$ cat src/verilog/rv32_macros.svh
// Width and encoding constants shared by the RV32I execute slice.
// The reset PC only seeds the capture register; no fetch exists here.
`ifndef RV32_MACROS_SVH
`define RV32_MACROS_SVH

// Data word and register index widths
`define RV32_XLEN 32
`define RV32_REG_AW 5

// PC held in the capture stage after reset
`define RV32_RESET_PC 32'h0000_0000

// ADDI x0, x0, 0 fills an empty slot
`define RV32_NOP 32'h0000_0013

`endif
$ cat src/verilog/rv32_pkg.sv
// Types and decode codes for the RV32I execute slice.
// Opcode values are the standard RV32I major opcodes.
`include "rv32_macros.svh"
`default_nettype none

package rv32_pkg;

  typedef logic [`RV32_XLEN-1:0] word_t;
  typedef logic [`RV32_XLEN-1:0] instr_t;
  typedef logic [`RV32_REG_AW-1:0] reg_idx_t;

  // Major opcodes, instr[6:0]
  typedef enum logic [6:0] {
    LUI     = 7'b0110111,
    AUIPC   = 7'b0010111,
    JAL     = 7'b1101111,
    JALR    = 7'b1100111,
    BRANCH  = 7'b1100011,
    LOAD    = 7'b0000011,
    STORE   = 7'b0100011,
    IMMED   = 7'b0010011,
    REGREG  = 7'b0110011,
    MISCMEM = 7'b0001111,
    SYSTEM  = 7'b1110011
  } opcode_t;

  typedef enum logic [3:0] {
    ALU_ADD,
    ALU_SUB,
    ALU_SLL,
    ALU_SLT,
    ALU_SLTU,
    ALU_XOR,
    ALU_SRL,
    ALU_SRA,
    ALU_OR,
    ALU_AND
  } alu_op_t;

  typedef enum logic [1:0] {A_RS1, A_PC} a_sel_t;

  // Five sources need a third bit
  typedef enum logic [2:0] {B_RS2, B_IMM_I, B_IMM_S, B_IMM_U, B_SHAMT} b_sel_t;

  typedef enum logic [1:0] {W_ALU, W_LINK} w_sel_t;

  typedef enum logic [2:0] {
    TRAP_NONE,
    TRAP_ILLEGAL,
    TRAP_ECALL,
    TRAP_EBREAK,
    TRAP_MRET,
    TRAP_WFI
  } trap_t;

endpackage

`default_nettype wire

$ cat src/verilog/decode_if.sv
// Decoded control fields from the control unit to the execute and
// result stages. All fields are combinational from the captured slot.
`timescale 1ns/10ps
`default_nettype none

interface decode_if;
  import rv32_pkg::*;

  reg_idx_t rs1;
  reg_idx_t rs2;
  reg_idx_t rd;
  word_t    imm;
  alu_op_t  alu_op;
  a_sel_t   a_sel;
  b_sel_t   b_sel;
  w_sel_t   w_sel;
  logic     wen;
  logic     dren;
  logic     dwen;
  logic     jump;
  logic     jalr_sel;
  trap_t    trap;

  modport producer (
    output rs1, rs2, rd, imm, alu_op, a_sel, b_sel, w_sel,
    output wen, dren, dwen, jump, jalr_sel, trap
  );

  // Operand and ALU controls
  modport exec (input imm, alu_op, a_sel, b_sel, w_sel, jalr_sel);

  // Effects qualified in the output register
  modport result (input rd, wen, dren, dwen, jump, trap);

endinterface

`default_nettype wire

$ cat src/verilog/rv32_exec_top.sv
// RV32I decode and execute slice. Fixed 2-cycle latency from strobe to
// result record, one strobe per cycle, no back-pressure.
// Loads and stores are reported only; branches and CSRs have no effect.
`timescale 1ns/10ps
`default_nettype none

module rv32_exec_top (
  input  logic               CLK,
  input  logic               rst_i,
  input  logic               instr_valid_i,
  input  rv32_pkg::instr_t   instr_i,
  input  rv32_pkg::word_t    pc_i,
  output logic               wb_valid_o,
  output rv32_pkg::reg_idx_t wb_rd_o,
  output rv32_pkg::word_t    wb_data_o,
  output logic               mem_valid_o,
  output logic               mem_we_o,
  output rv32_pkg::word_t    mem_addr_o,
  output rv32_pkg::word_t    mem_wdata_o,
  output logic               redirect_o,
  output rv32_pkg::word_t    target_o,
  output rv32_pkg::trap_t    trap_o
);
  import rv32_pkg::*;

  logic     cap_valid;
  instr_t   cap_instr;
  word_t    cap_pc;
  word_t    rdata1;
  word_t    rdata2;
  word_t    ex_result;
  word_t    ex_target;
  word_t    ex_store;
  logic     rf_wen;
  reg_idx_t rf_rd;
  word_t    rf_wdata;

  decode_if dec ();

  instr_capture u_capture (
    .CLK(CLK), .rst_i(rst_i), .instr_valid_i(instr_valid_i), .instr_i(instr_i),
    .pc_i(pc_i), .valid_o(cap_valid), .instr_o(cap_instr), .pc_o(cap_pc)
  );

  control_unit u_ctrl (.instr_i(cap_instr), .cu(dec.producer));

  reg_file u_regs (
    .CLK(CLK), .rst_i(rst_i), .rs1_i(dec.rs1), .rs2_i(dec.rs2), .rd_i(rf_rd),
    .wen_i(rf_wen), .wdata_i(rf_wdata), .rdata1_o(rdata1), .rdata2_o(rdata2)
  );

  exec_unit u_exec (
    .cu(dec.exec), .pc_i(cap_pc), .rdata1_i(rdata1), .rdata2_i(rdata2),
    .result_o(ex_result), .target_o(ex_target), .store_data_o(ex_store)
  );

  result_stage u_result (
    .CLK(CLK), .rst_i(rst_i), .valid_i(cap_valid), .cu(dec.result),
    .result_i(ex_result), .target_i(ex_target), .store_data_i(ex_store),
    .rf_wen_o(rf_wen), .rf_rd_o(rf_rd), .rf_wdata_o(rf_wdata),
    .wb_valid_o(wb_valid_o), .wb_rd_o(wb_rd_o), .wb_data_o(wb_data_o),
    .mem_valid_o(mem_valid_o), .mem_we_o(mem_we_o), .mem_addr_o(mem_addr_o),
    .mem_wdata_o(mem_wdata_o), .redirect_o(redirect_o), .target_o(target_o),
    .trap_o(trap_o)
  );

endmodule

`default_nettype wire

$ cat src/verilog/result_stage.sv
// Output register for one result record per slot. A trap suppresses
// every other effect, including the register file write.
`timescale 1ns/10ps
`default_nettype none

module result_stage (
  input  logic               CLK,
  input  logic               rst_i,
  input  logic               valid_i,
  decode_if.result           cu,
  input  rv32_pkg::word_t    result_i,
  input  rv32_pkg::word_t    target_i,
  input  rv32_pkg::word_t    store_data_i,
  output logic               rf_wen_o,
  output rv32_pkg::reg_idx_t rf_rd_o,
  output rv32_pkg::word_t    rf_wdata_o,
  output logic               wb_valid_o,
  output rv32_pkg::reg_idx_t wb_rd_o,
  output rv32_pkg::word_t    wb_data_o,
  output logic               mem_valid_o,
  output logic               mem_we_o,
  output rv32_pkg::word_t    mem_addr_o,
  output rv32_pkg::word_t    mem_wdata_o,
  output logic               redirect_o,
  output rv32_pkg::word_t    target_o,
  output rv32_pkg::trap_t    trap_o
);
  import rv32_pkg::*;

  logic ok;

  // Valid slot with no trap
  assign ok = valid_i && (cu.trap == TRAP_NONE);

  // Register file writes at the same edge as the output record
  assign rf_wen_o   = ok && cu.wen;
  assign rf_rd_o    = cu.rd;
  assign rf_wdata_o = result_i;

  always_ff @(posedge CLK) begin
    if (rst_i) begin
      wb_valid_o  <= 1'b0;
      mem_valid_o <= 1'b0;
      redirect_o  <= 1'b0;
      trap_o      <= TRAP_NONE;
    end else begin
      wb_valid_o  <= ok && cu.wen && (cu.rd != '0);
      mem_valid_o <= ok && (cu.dren || cu.dwen);
      redirect_o  <= ok && cu.jump;
      trap_o      <= valid_i ? cu.trap : TRAP_NONE;
    end
  end

  // Payload qualified by the valid bits above
  always_ff @(posedge CLK) begin
    wb_rd_o     <= cu.rd;
    wb_data_o   <= result_i;
    mem_we_o    <= cu.dwen;
    mem_addr_o  <= result_i;
    mem_wdata_o <= store_data_i;
    target_o    <= target_i;
  end

endmodule

`default_nettype wire

$ cat src/verilog/exec_unit.sv
// Operand muxes, ALU, link value and jump target. Fully combinational.
// Shift amounts use the low 5 bits of operand B.
`timescale 1ns/10ps
`default_nettype none

module exec_unit (
  decode_if.exec          cu,
  input  rv32_pkg::word_t pc_i,
  input  rv32_pkg::word_t rdata1_i,
  input  rv32_pkg::word_t rdata2_i,
  output rv32_pkg::word_t result_o,
  output rv32_pkg::word_t target_o,
  output rv32_pkg::word_t store_data_o
);
  import rv32_pkg::*;

  word_t op_a;
  word_t op_b;
  word_t alu_out;
  word_t link;

  assign op_a = (cu.a_sel == A_PC) ? pc_i : rdata1_i;

  always_comb begin
    case (cu.b_sel)
      B_IMM_I, B_IMM_S, B_IMM_U: op_b = cu.imm;
      B_SHAMT: op_b = word_t'(cu.imm[4:0]);
      default: op_b = rdata2_i;
    endcase
  end

  always_comb begin
    case (cu.alu_op)
      ALU_SUB:  alu_out = op_a - op_b;
      ALU_SLL:  alu_out = op_a << op_b[4:0];
      ALU_SLT:  alu_out = word_t'($signed(op_a) < $signed(op_b));
      ALU_SLTU: alu_out = word_t'(op_a < op_b);
      ALU_XOR:  alu_out = op_a ^ op_b;
      ALU_SRL:  alu_out = op_a >> op_b[4:0];
      ALU_SRA:  alu_out = word_t'($signed(op_a) >>> op_b[4:0]);
      ALU_OR:   alu_out = op_a | op_b;
      ALU_AND:  alu_out = op_a & op_b;
      default:  alu_out = op_a + op_b;
    endcase
  end

  assign link     = pc_i + word_t'(4);
  assign result_o = (cu.w_sel == W_LINK) ? link : alu_out;

  // JALR clears bit 0 of the sum
  assign target_o = cu.jalr_sel ? ((rdata1_i + cu.imm) & ~word_t'(1)) : (pc_i + cu.imm);

  assign store_data_o = rdata2_i;

endmodule

`default_nettype wire

$ cat src/verilog/reg_file.sv
// 32 x 32-bit register file, two combinational reads, one write.
// x0 reads zero; a write in a cycle is seen by reads only after the edge.
`timescale 1ns/10ps
`default_nettype none

module reg_file (
  input  logic               CLK,
  input  logic               rst_i,
  input  rv32_pkg::reg_idx_t rs1_i,
  input  rv32_pkg::reg_idx_t rs2_i,
  input  rv32_pkg::reg_idx_t rd_i,
  input  logic               wen_i,
  input  rv32_pkg::word_t    wdata_i,
  output rv32_pkg::word_t    rdata1_o,
  output rv32_pkg::word_t    rdata2_o
);
  import rv32_pkg::*;

  word_t regs [32];

  always_ff @(posedge CLK) begin
    if (rst_i) begin
      for (int i = 0; i < 32; i++) begin
        regs[i] <= '0;
      end
    end else if (wen_i && rd_i != '0) begin
      regs[rd_i] <= wdata_i;
    end
  end

  // x0 is never written, so it stays at its reset value
  assign rdata1_o = regs[rs1_i];
  assign rdata2_o = regs[rs2_i];

endmodule

`default_nettype wire

$ cat src/verilog/control_unit.sv
// Combinational RV32I decoder. CSR instructions and unknown opcodes
// report ILLEGAL; FENCE decodes as a no-op. Branches produce no effect.
`timescale 1ns/10ps
`default_nettype none

module control_unit (
  input rv32_pkg::instr_t instr_i,
  decode_if.producer      cu
);
  import rv32_pkg::*;

  opcode_t     opcode;
  logic [2:0]  funct3;
  logic [6:0]  funct7;
  logic [11:0] sys_imm;
  logic        shift_op;
  trap_t       sys_trap;
  word_t       imm_i;
  word_t       imm_s;
  word_t       imm_b;
  word_t       imm_u;
  word_t       imm_j;

  assign opcode   = opcode_t'(instr_i[6:0]);
  assign funct3   = instr_i[14:12];
  assign funct7   = instr_i[31:25];
  assign sys_imm  = instr_i[31:20];
  assign shift_op = (funct3 == 3'b001) || (funct3 == 3'b101);

  // Sign-extended immediates by format
  assign imm_i = {{20{instr_i[31]}}, instr_i[31:20]};
  assign imm_s = {{20{instr_i[31]}}, instr_i[31:25], instr_i[11:7]};
  assign imm_b = {{19{instr_i[31]}}, instr_i[31], instr_i[7], instr_i[30:25],
                  instr_i[11:8], 1'b0};
  assign imm_u = {instr_i[31:12], 12'b0};
  assign imm_j = {{11{instr_i[31]}}, instr_i[31], instr_i[19:12], instr_i[20],
                  instr_i[30:21], 1'b0};

  // U and J formats have no rs1; x0 makes LUI a plain add of zero
  assign cu.rs1 = (opcode == LUI || opcode == AUIPC || opcode == JAL) ?
                  reg_idx_t'(0) : instr_i[19:15];
  assign cu.rs2 = instr_i[24:20];
  assign cu.rd  = instr_i[11:7];

  // Privileged SYSTEM encodings with funct3 of zero
  always_comb begin
    sys_trap = TRAP_ILLEGAL;
    if (funct3 == 3'b000) begin
      case (sys_imm)
        12'h000: sys_trap = TRAP_ECALL;
        12'h001: sys_trap = TRAP_EBREAK;
        12'h302: sys_trap = TRAP_MRET;
        12'h105: sys_trap = TRAP_WFI;
        default: sys_trap = TRAP_ILLEGAL;
      endcase
    end
  end

  always_comb begin
    cu.imm      = imm_i;
    cu.a_sel    = A_RS1;
    cu.b_sel    = B_RS2;
    cu.w_sel    = W_ALU;
    cu.wen      = 1'b0;
    cu.dren     = 1'b0;
    cu.dwen     = 1'b0;
    cu.jump     = 1'b0;
    cu.jalr_sel = 1'b0;
    cu.trap     = TRAP_NONE;
    case (opcode)
      LUI: begin
        cu.imm   = imm_u;
        cu.b_sel = B_IMM_U;
        cu.wen   = 1'b1;
      end
      AUIPC: begin
        cu.imm   = imm_u;
        cu.a_sel = A_PC;
        cu.b_sel = B_IMM_U;
        cu.wen   = 1'b1;
      end
      JAL: begin
        cu.imm   = imm_j;
        cu.w_sel = W_LINK;
        cu.wen   = 1'b1;
        cu.jump  = 1'b1;
      end
      JALR: begin
        cu.w_sel    = W_LINK;
        cu.wen      = 1'b1;
        cu.jump     = 1'b1;
        cu.jalr_sel = 1'b1;
      end
      BRANCH: cu.imm = imm_b;
      // Load reports its address only
      LOAD: begin
        cu.b_sel = B_IMM_I;
        cu.dren  = 1'b1;
      end
      STORE: begin
        cu.imm   = imm_s;
        cu.b_sel = B_IMM_S;
        cu.dwen  = 1'b1;
      end
      IMMED: begin
        cu.b_sel = shift_op ? B_SHAMT : B_IMM_I;
        cu.wen   = 1'b1;
      end
      REGREG: begin
        cu.wen = 1'b1;
        // funct7 bit 0 marks the unsupported M extension
        if (funct7[0]) cu.trap = TRAP_ILLEGAL;
      end
      MISCMEM: cu.trap = TRAP_NONE;
      SYSTEM:  cu.trap = sys_trap;
      default: cu.trap = TRAP_ILLEGAL;
    endcase
  end

  // funct3 picks the operation; bit 30 splits SUB and SRA
  always_comb begin
    cu.alu_op = ALU_ADD;
    if (opcode == IMMED || opcode == REGREG) begin
      case (funct3)
        3'b000:  cu.alu_op = (opcode == REGREG && instr_i[30]) ? ALU_SUB : ALU_ADD;
        3'b001:  cu.alu_op = ALU_SLL;
        3'b010:  cu.alu_op = ALU_SLT;
        3'b011:  cu.alu_op = ALU_SLTU;
        3'b100:  cu.alu_op = ALU_XOR;
        3'b101:  cu.alu_op = instr_i[30] ? ALU_SRA : ALU_SRL;
        3'b110:  cu.alu_op = ALU_OR;
        default: cu.alu_op = ALU_AND;
      endcase
    end
  end

endmodule

`default_nettype wire

$ cat src/verilog/instr_capture.sv
// Input register for the instruction strobe. No handshake; a strobe
// is accepted on every clock. Empty slots hold a NOP.
`timescale 1ns/10ps
`include "rv32_macros.svh"
`default_nettype none

module instr_capture (
  input  logic           CLK,
  input  logic           rst_i,
  input  logic           instr_valid_i,
  input  rv32_pkg::instr_t instr_i,
  input  rv32_pkg::word_t  pc_i,
  output logic           valid_o,
  output rv32_pkg::instr_t instr_o,
  output rv32_pkg::word_t  pc_o
);
  import rv32_pkg::*;

  always_ff @(posedge CLK) begin
    if (rst_i) begin
      valid_o <= 1'b0;
      instr_o <= `RV32_NOP;
      pc_o    <= `RV32_RESET_PC;
    end else begin
      valid_o <= instr_valid_i;
      // NOP decodes to no effect if the slot is read while empty
      instr_o <= instr_valid_i ? instr_i : instr_t'(`RV32_NOP);
      pc_o    <= pc_i;
    end
  end

endmodule

`default_nettype wire

$ cat config.mk
export PLATFORM = sky130hd
export DESIGN_NAME = rv32_exec_top
export DESIGN_NICKNAME = d
export VERILOG_FILES = /design/src/verilog/rv32_pkg.sv /design/src/verilog/decode_if.sv /design/src/verilog/rv32_exec_top.sv /design/src/verilog/result_stage.sv /design/src/verilog/exec_unit.sv /design/src/verilog/reg_file.sv /design/src/verilog/control_unit.sv /design/src/verilog/instr_capture.sv
export VERILOG_INCLUDE_DIRS = /design/src /design/src/verilog
export SDC_FILE = /design/constraint.sdc
export NUM_CORES = 2
export LEC_CHECK = 0
export BUFFER_PORTS_ARGS = -buffer_cell sky130_fd_sc_hd__buf_2
export CELL_PAD_IN_SITES_DETAIL_PLACEMENT = 1
export CELL_PAD_IN_SITES_GLOBAL_PLACEMENT = 1
export CORE_MARGIN = 2
export CORE_UTILIZATION = 51
export CTS_CLUSTER_SIZE = 10
export DETAILED_ROUTE_END_ITERATION = 16
export HOLD_SLACK_MARGIN = 0.15
export PLACE_DENSITY_LB_ADDON = 0.1
export SLEW_MARGIN = 10
export SYNTH_ARGS = -nofsm -noshare
export SYNTH_HDL_FRONTEND = slang
export SYNTH_SLANG_ARGS = --single-unit
$ cat constraint.sdc
create_clock -name CLK -period 9 [get_ports CLK]
set_input_delay 1.35 -clock CLK [delete_from_list [all_inputs] [get_ports CLK]]
set_output_delay 1.35 -clock CLK [all_outputs]
set_load 0.03 [all_outputs]
==> flow_summary_export.csv <==
group,metric,value,unit
status,run_status,"finished with violations",
status,violations,"setup timing",
yosys,yosys.area.top_type,"edfxtp_1",
worst_setup_path,cp_slowest_cell,"o21ai_0",
worst_setup_path,cp_top_family,"compound AO/OA/AOI/OAI gates",
detailed_routing,routed-via-count,68400,
yosys,synthFlopType,"edfxtp_1",
die,fp.dieH,382,um
yosys,yosys-top-cells-area,"edfxtp_1 (42%), mux4_2 (10%), nor2_1 (6.5%)",
detailed_routing,wl,384000,um
worst_setup_path,worstReg2RegStart,"u_capture.instr_o[15]",
die,core,0.142,mm2
yosys,synth_cells,6880,
place,dp_slack,0.586,ns
detailed_routing,dr_wl_met3,56400,um
power,p_total,18.0,mW
layout,fillers,14900,
clock_network,clk_pin_slew,0.06,ns
detailed_routing,wl_met2,165000,um
timing,fin_setup_tns,-3.27,ns
min_path,hold_class,"reg -> reg",
global_routing,grt_pass1_wl,528000,um
power,ir_drop,0.186,mV
yosys,synth_commonest_cells,"nor2_1 (1259), edfxtp_1 (1024), nand2_1 (388)",
global_routing,grt_usage,51.6,%
timing,finalClockSkew,0.0777,ns
clock_network,cts_buffer_depth,3,
clock_network,cts_tree,"yes",
worst_setup_path,endpoint_kind,"flop",
worst_setup_path,cp_max_fo,34,
yosys,synth-seq-cells,1197,
layout,nets,7192,
timing,layout_min_cycle_time,9.16,ns
die,ioPinCount,207,
detailed_routing,wire_per_inst,42.9,um
die,die_w,382,um
worst_setup_path,worstSetupPathType,"reg -> reg",
die,die-area,0.146,mm2
layout,drive_gt1_share,19.6,%
job,drv_cap,0,
place,dp_hpwl,258000,um
timing,hold_viol,0,
timing,worst_pin_slew,1.37,ns
worst_setup_path,startpoint_type,"flop",
worst_setup_path,worstSetupStartpoint,"u_capture.instr_o[15]",
clock_network,root_buffer,"clkbuf_16",
min_path,hold_path_startpoint,"u_capture.instr_o[9]",
yosys,yosys_warnings,0,
clock_network,worstSkewPairLatency,0.83,ns
timing,rsz0062_at_grt,"no",
clock_network,cts_sinks,1197,
yosys,synth_top_area_share,42.3,%
yosys,synth.most_common_cell,"nor2_1",
yosys,post_synth.cell_area_avg,10.6,um2
worst_setup_path,critPathBufInv,3,
clock_network,cts_post_setup_buffers_inserted,0,
timing,period_share,102,%
detailed_routing,drc_errors,0,
yosys,synth_edf_count,1024,
yosys,synth_area,0.0727,mm2
power,leakagePower,30.4,nW
power,power_density,222,mW/mm2
detailed_routing,topRoutingLayerUsed,"met5",
timing,setup_ws,-0.158,ns
layout,area_growth,11.8,%
die,row_count,138,
global_routing,antenna_found_initial,34,
global_routing,overflow,0,
worst_setup_path,critical_path.cell_chain,"nand2b_2, buf_4, o221ai_1, o21ai_0, o2111ai_2, o21ai_1, nor2_1, nor2_1, ha_1, nand2_1, nand2_1, o41ai_1, buf_4, o31a_1, o31a_1, o221ai_1, a211oi_1, o211ai_1, a221oi_1, a221o_1, buf_12, nor2_1",
timing,slew_headroom,8.27,%
timing,max_freq,109,MHz
detailed_routing,drt_first_pass_iters,7,
yosys,async_flop_share,0,%
worst_setup_path,crit_top_cell,"nor2_1",
global_routing,grt_pass1_vias,68100,
place,io_buffers,206,
detailed_routing,drt-met1-wl,124000,um
die,initial_core_util,51.4,%
detailed_routing,drtIter0Drc,10500,
worst_setup_path,max_stage_delay,1.00,ns
detailed_routing,avgViaCountPerCell,7.65,
clock_network,cts_htree_levels,4,
yosys,yosysSeqAreaShare,47.0,%
global_routing,grt_max_degree,93,
yosys,synth_cell_types,106,
timing,finalSetupViolations,31,
detailed_routing,antenna_left,0,
timing,drv_slew,0,
worst_setup_path,cp.required,9.49,ns
place,place_congestion,1.04,
clock_network,cts_buffers,143,
worst_setup_path,arrival,9.64,ns
[worst paths after layout]
check | endpoint | slack [ns] | cells past startpoint
worst max-delay path | u_regs.regs[7][20] | -0.16 | 22
worst max register to register | u_regs.regs[7][20] | -0.16 | 22
worst min register to register | u_result.wb_rd_o[2] | 0.46 | 0
worst min-delay path | u_result.wb_rd_o[2] | 0.46 | 0
[worst register-to-register path, cell delays in order (launching register included)]
cell and delay [ns]:
dfxtp_4 0.76, nand2b_2 0.56, buf_4 0.69, o221ai_1 0.56
o21ai_0 1.01, o2111ai_2 0.43, o21ai_1 0.52, nor2_1 0.10
nor2_1 0.22, ha_1 0.37, nand2_1 0.16, nand2_1 0.07
o41ai_1 0.97, buf_4 0.25, o31a_1 0.21, o31a_1 0.15
o221ai_1 0.19, a211oi_1 0.40, o211ai_1 0.23, a221oi_1 0.35
a221o_1 0.27, buf_12 0.24, nor2_1 0.13
[final cells by class]
class	count	area, um2	share of cell area, %
diodes	16	40.0	0.0493
well taps	1890	2360	2.91
clock buffers	194	3780	4.65
clock inverters	24	444	0.546
flip-flops and latches	1197	34200	42.1
inverters	201	761	0.936
multi-input cells	4848	35400	43.6
repair buffers	571	4220	5.20
[placed cells by master (no fill, tap or decap), types with 109 or more instances in the layout]
cell type,Yosys,layout
nand3_1,134,131
ha_1,159,159
nor2_1,1259,1251
buf_2,175,205
dfxtp_1,173,165
nor3_1,112,109
inv_1,193,191
clkbuf_16,0,143
mux2i_1,161,159
a21oi_1,356,353
o21ai_0,300,298
nand2_1,388,354
mux4_2,339,339
buf_4,46,330
edfxtp_1,1024,1024
[state kept, by name, indices dropped and copies added (netlist names), 3 cells and up]
name                  cells
u_capture.instr_o        32
u_result.wb_data_o       32
u_capture.pc_o           32
u_result.wb_rd_o          5
u_result.trap_o           3
u_regs.regs            1024
u_result.target_o        32
u_result.mem_wdata_o     32
[per-stage QoR]
| stage | hold WS (ns) | cells | cell area, um2 | utilization (%) |
|---|---|---|---|---|
| after global routing | 0.472 | 8929 | 81300 | 57.4 |
| after detailed placement | 0.434 | 8707 | 77000 | 54.4 |
| after floorplan | 0.371 | 6911 | 72800 | - |
| after CTS | 0.448 | 8925 | 81200 | 57.4 |
| after global placement | 0.440 | 8707 | 77000 | 54.4 |
| final | 0.460 | 8941 | 81300 | 57.4 |
[kinds of logic after synthesis]
group	after synthesis	share of synthesized area, %
compound gates	1649	15.6
xor+xnor	96	1.16
other cells	1	0.00516
fa+ha+maj	163	2.85
mux	592	14.2
flops	1197	47.0
buf+inv	866	5.17
simple gates	2316	14.0
[power by group]
part / leakage, nW / internal, mW / switching, mW
Combinational: 16.4 / 1.65 / 4.33
Sequential: 12.0 / 6.31 / 0.244
Clock: 2.01 / 2.96 / 2.52
Total: 30.4 / 10.9 / 7.10
[metal layers]
metal,track usage (%),vias to the layer above
met5,0,-
met2,76.7,6537
met1,59.7,33900
met4,41.4,28
met3,19.5,2033
li1,-,25900
[repair_timing]
action,CTS,global route
endpoints found under the setup margin,0,30
resized for setup,0,1
hold buffers,0,0
(Power assumes the default switching activity.)
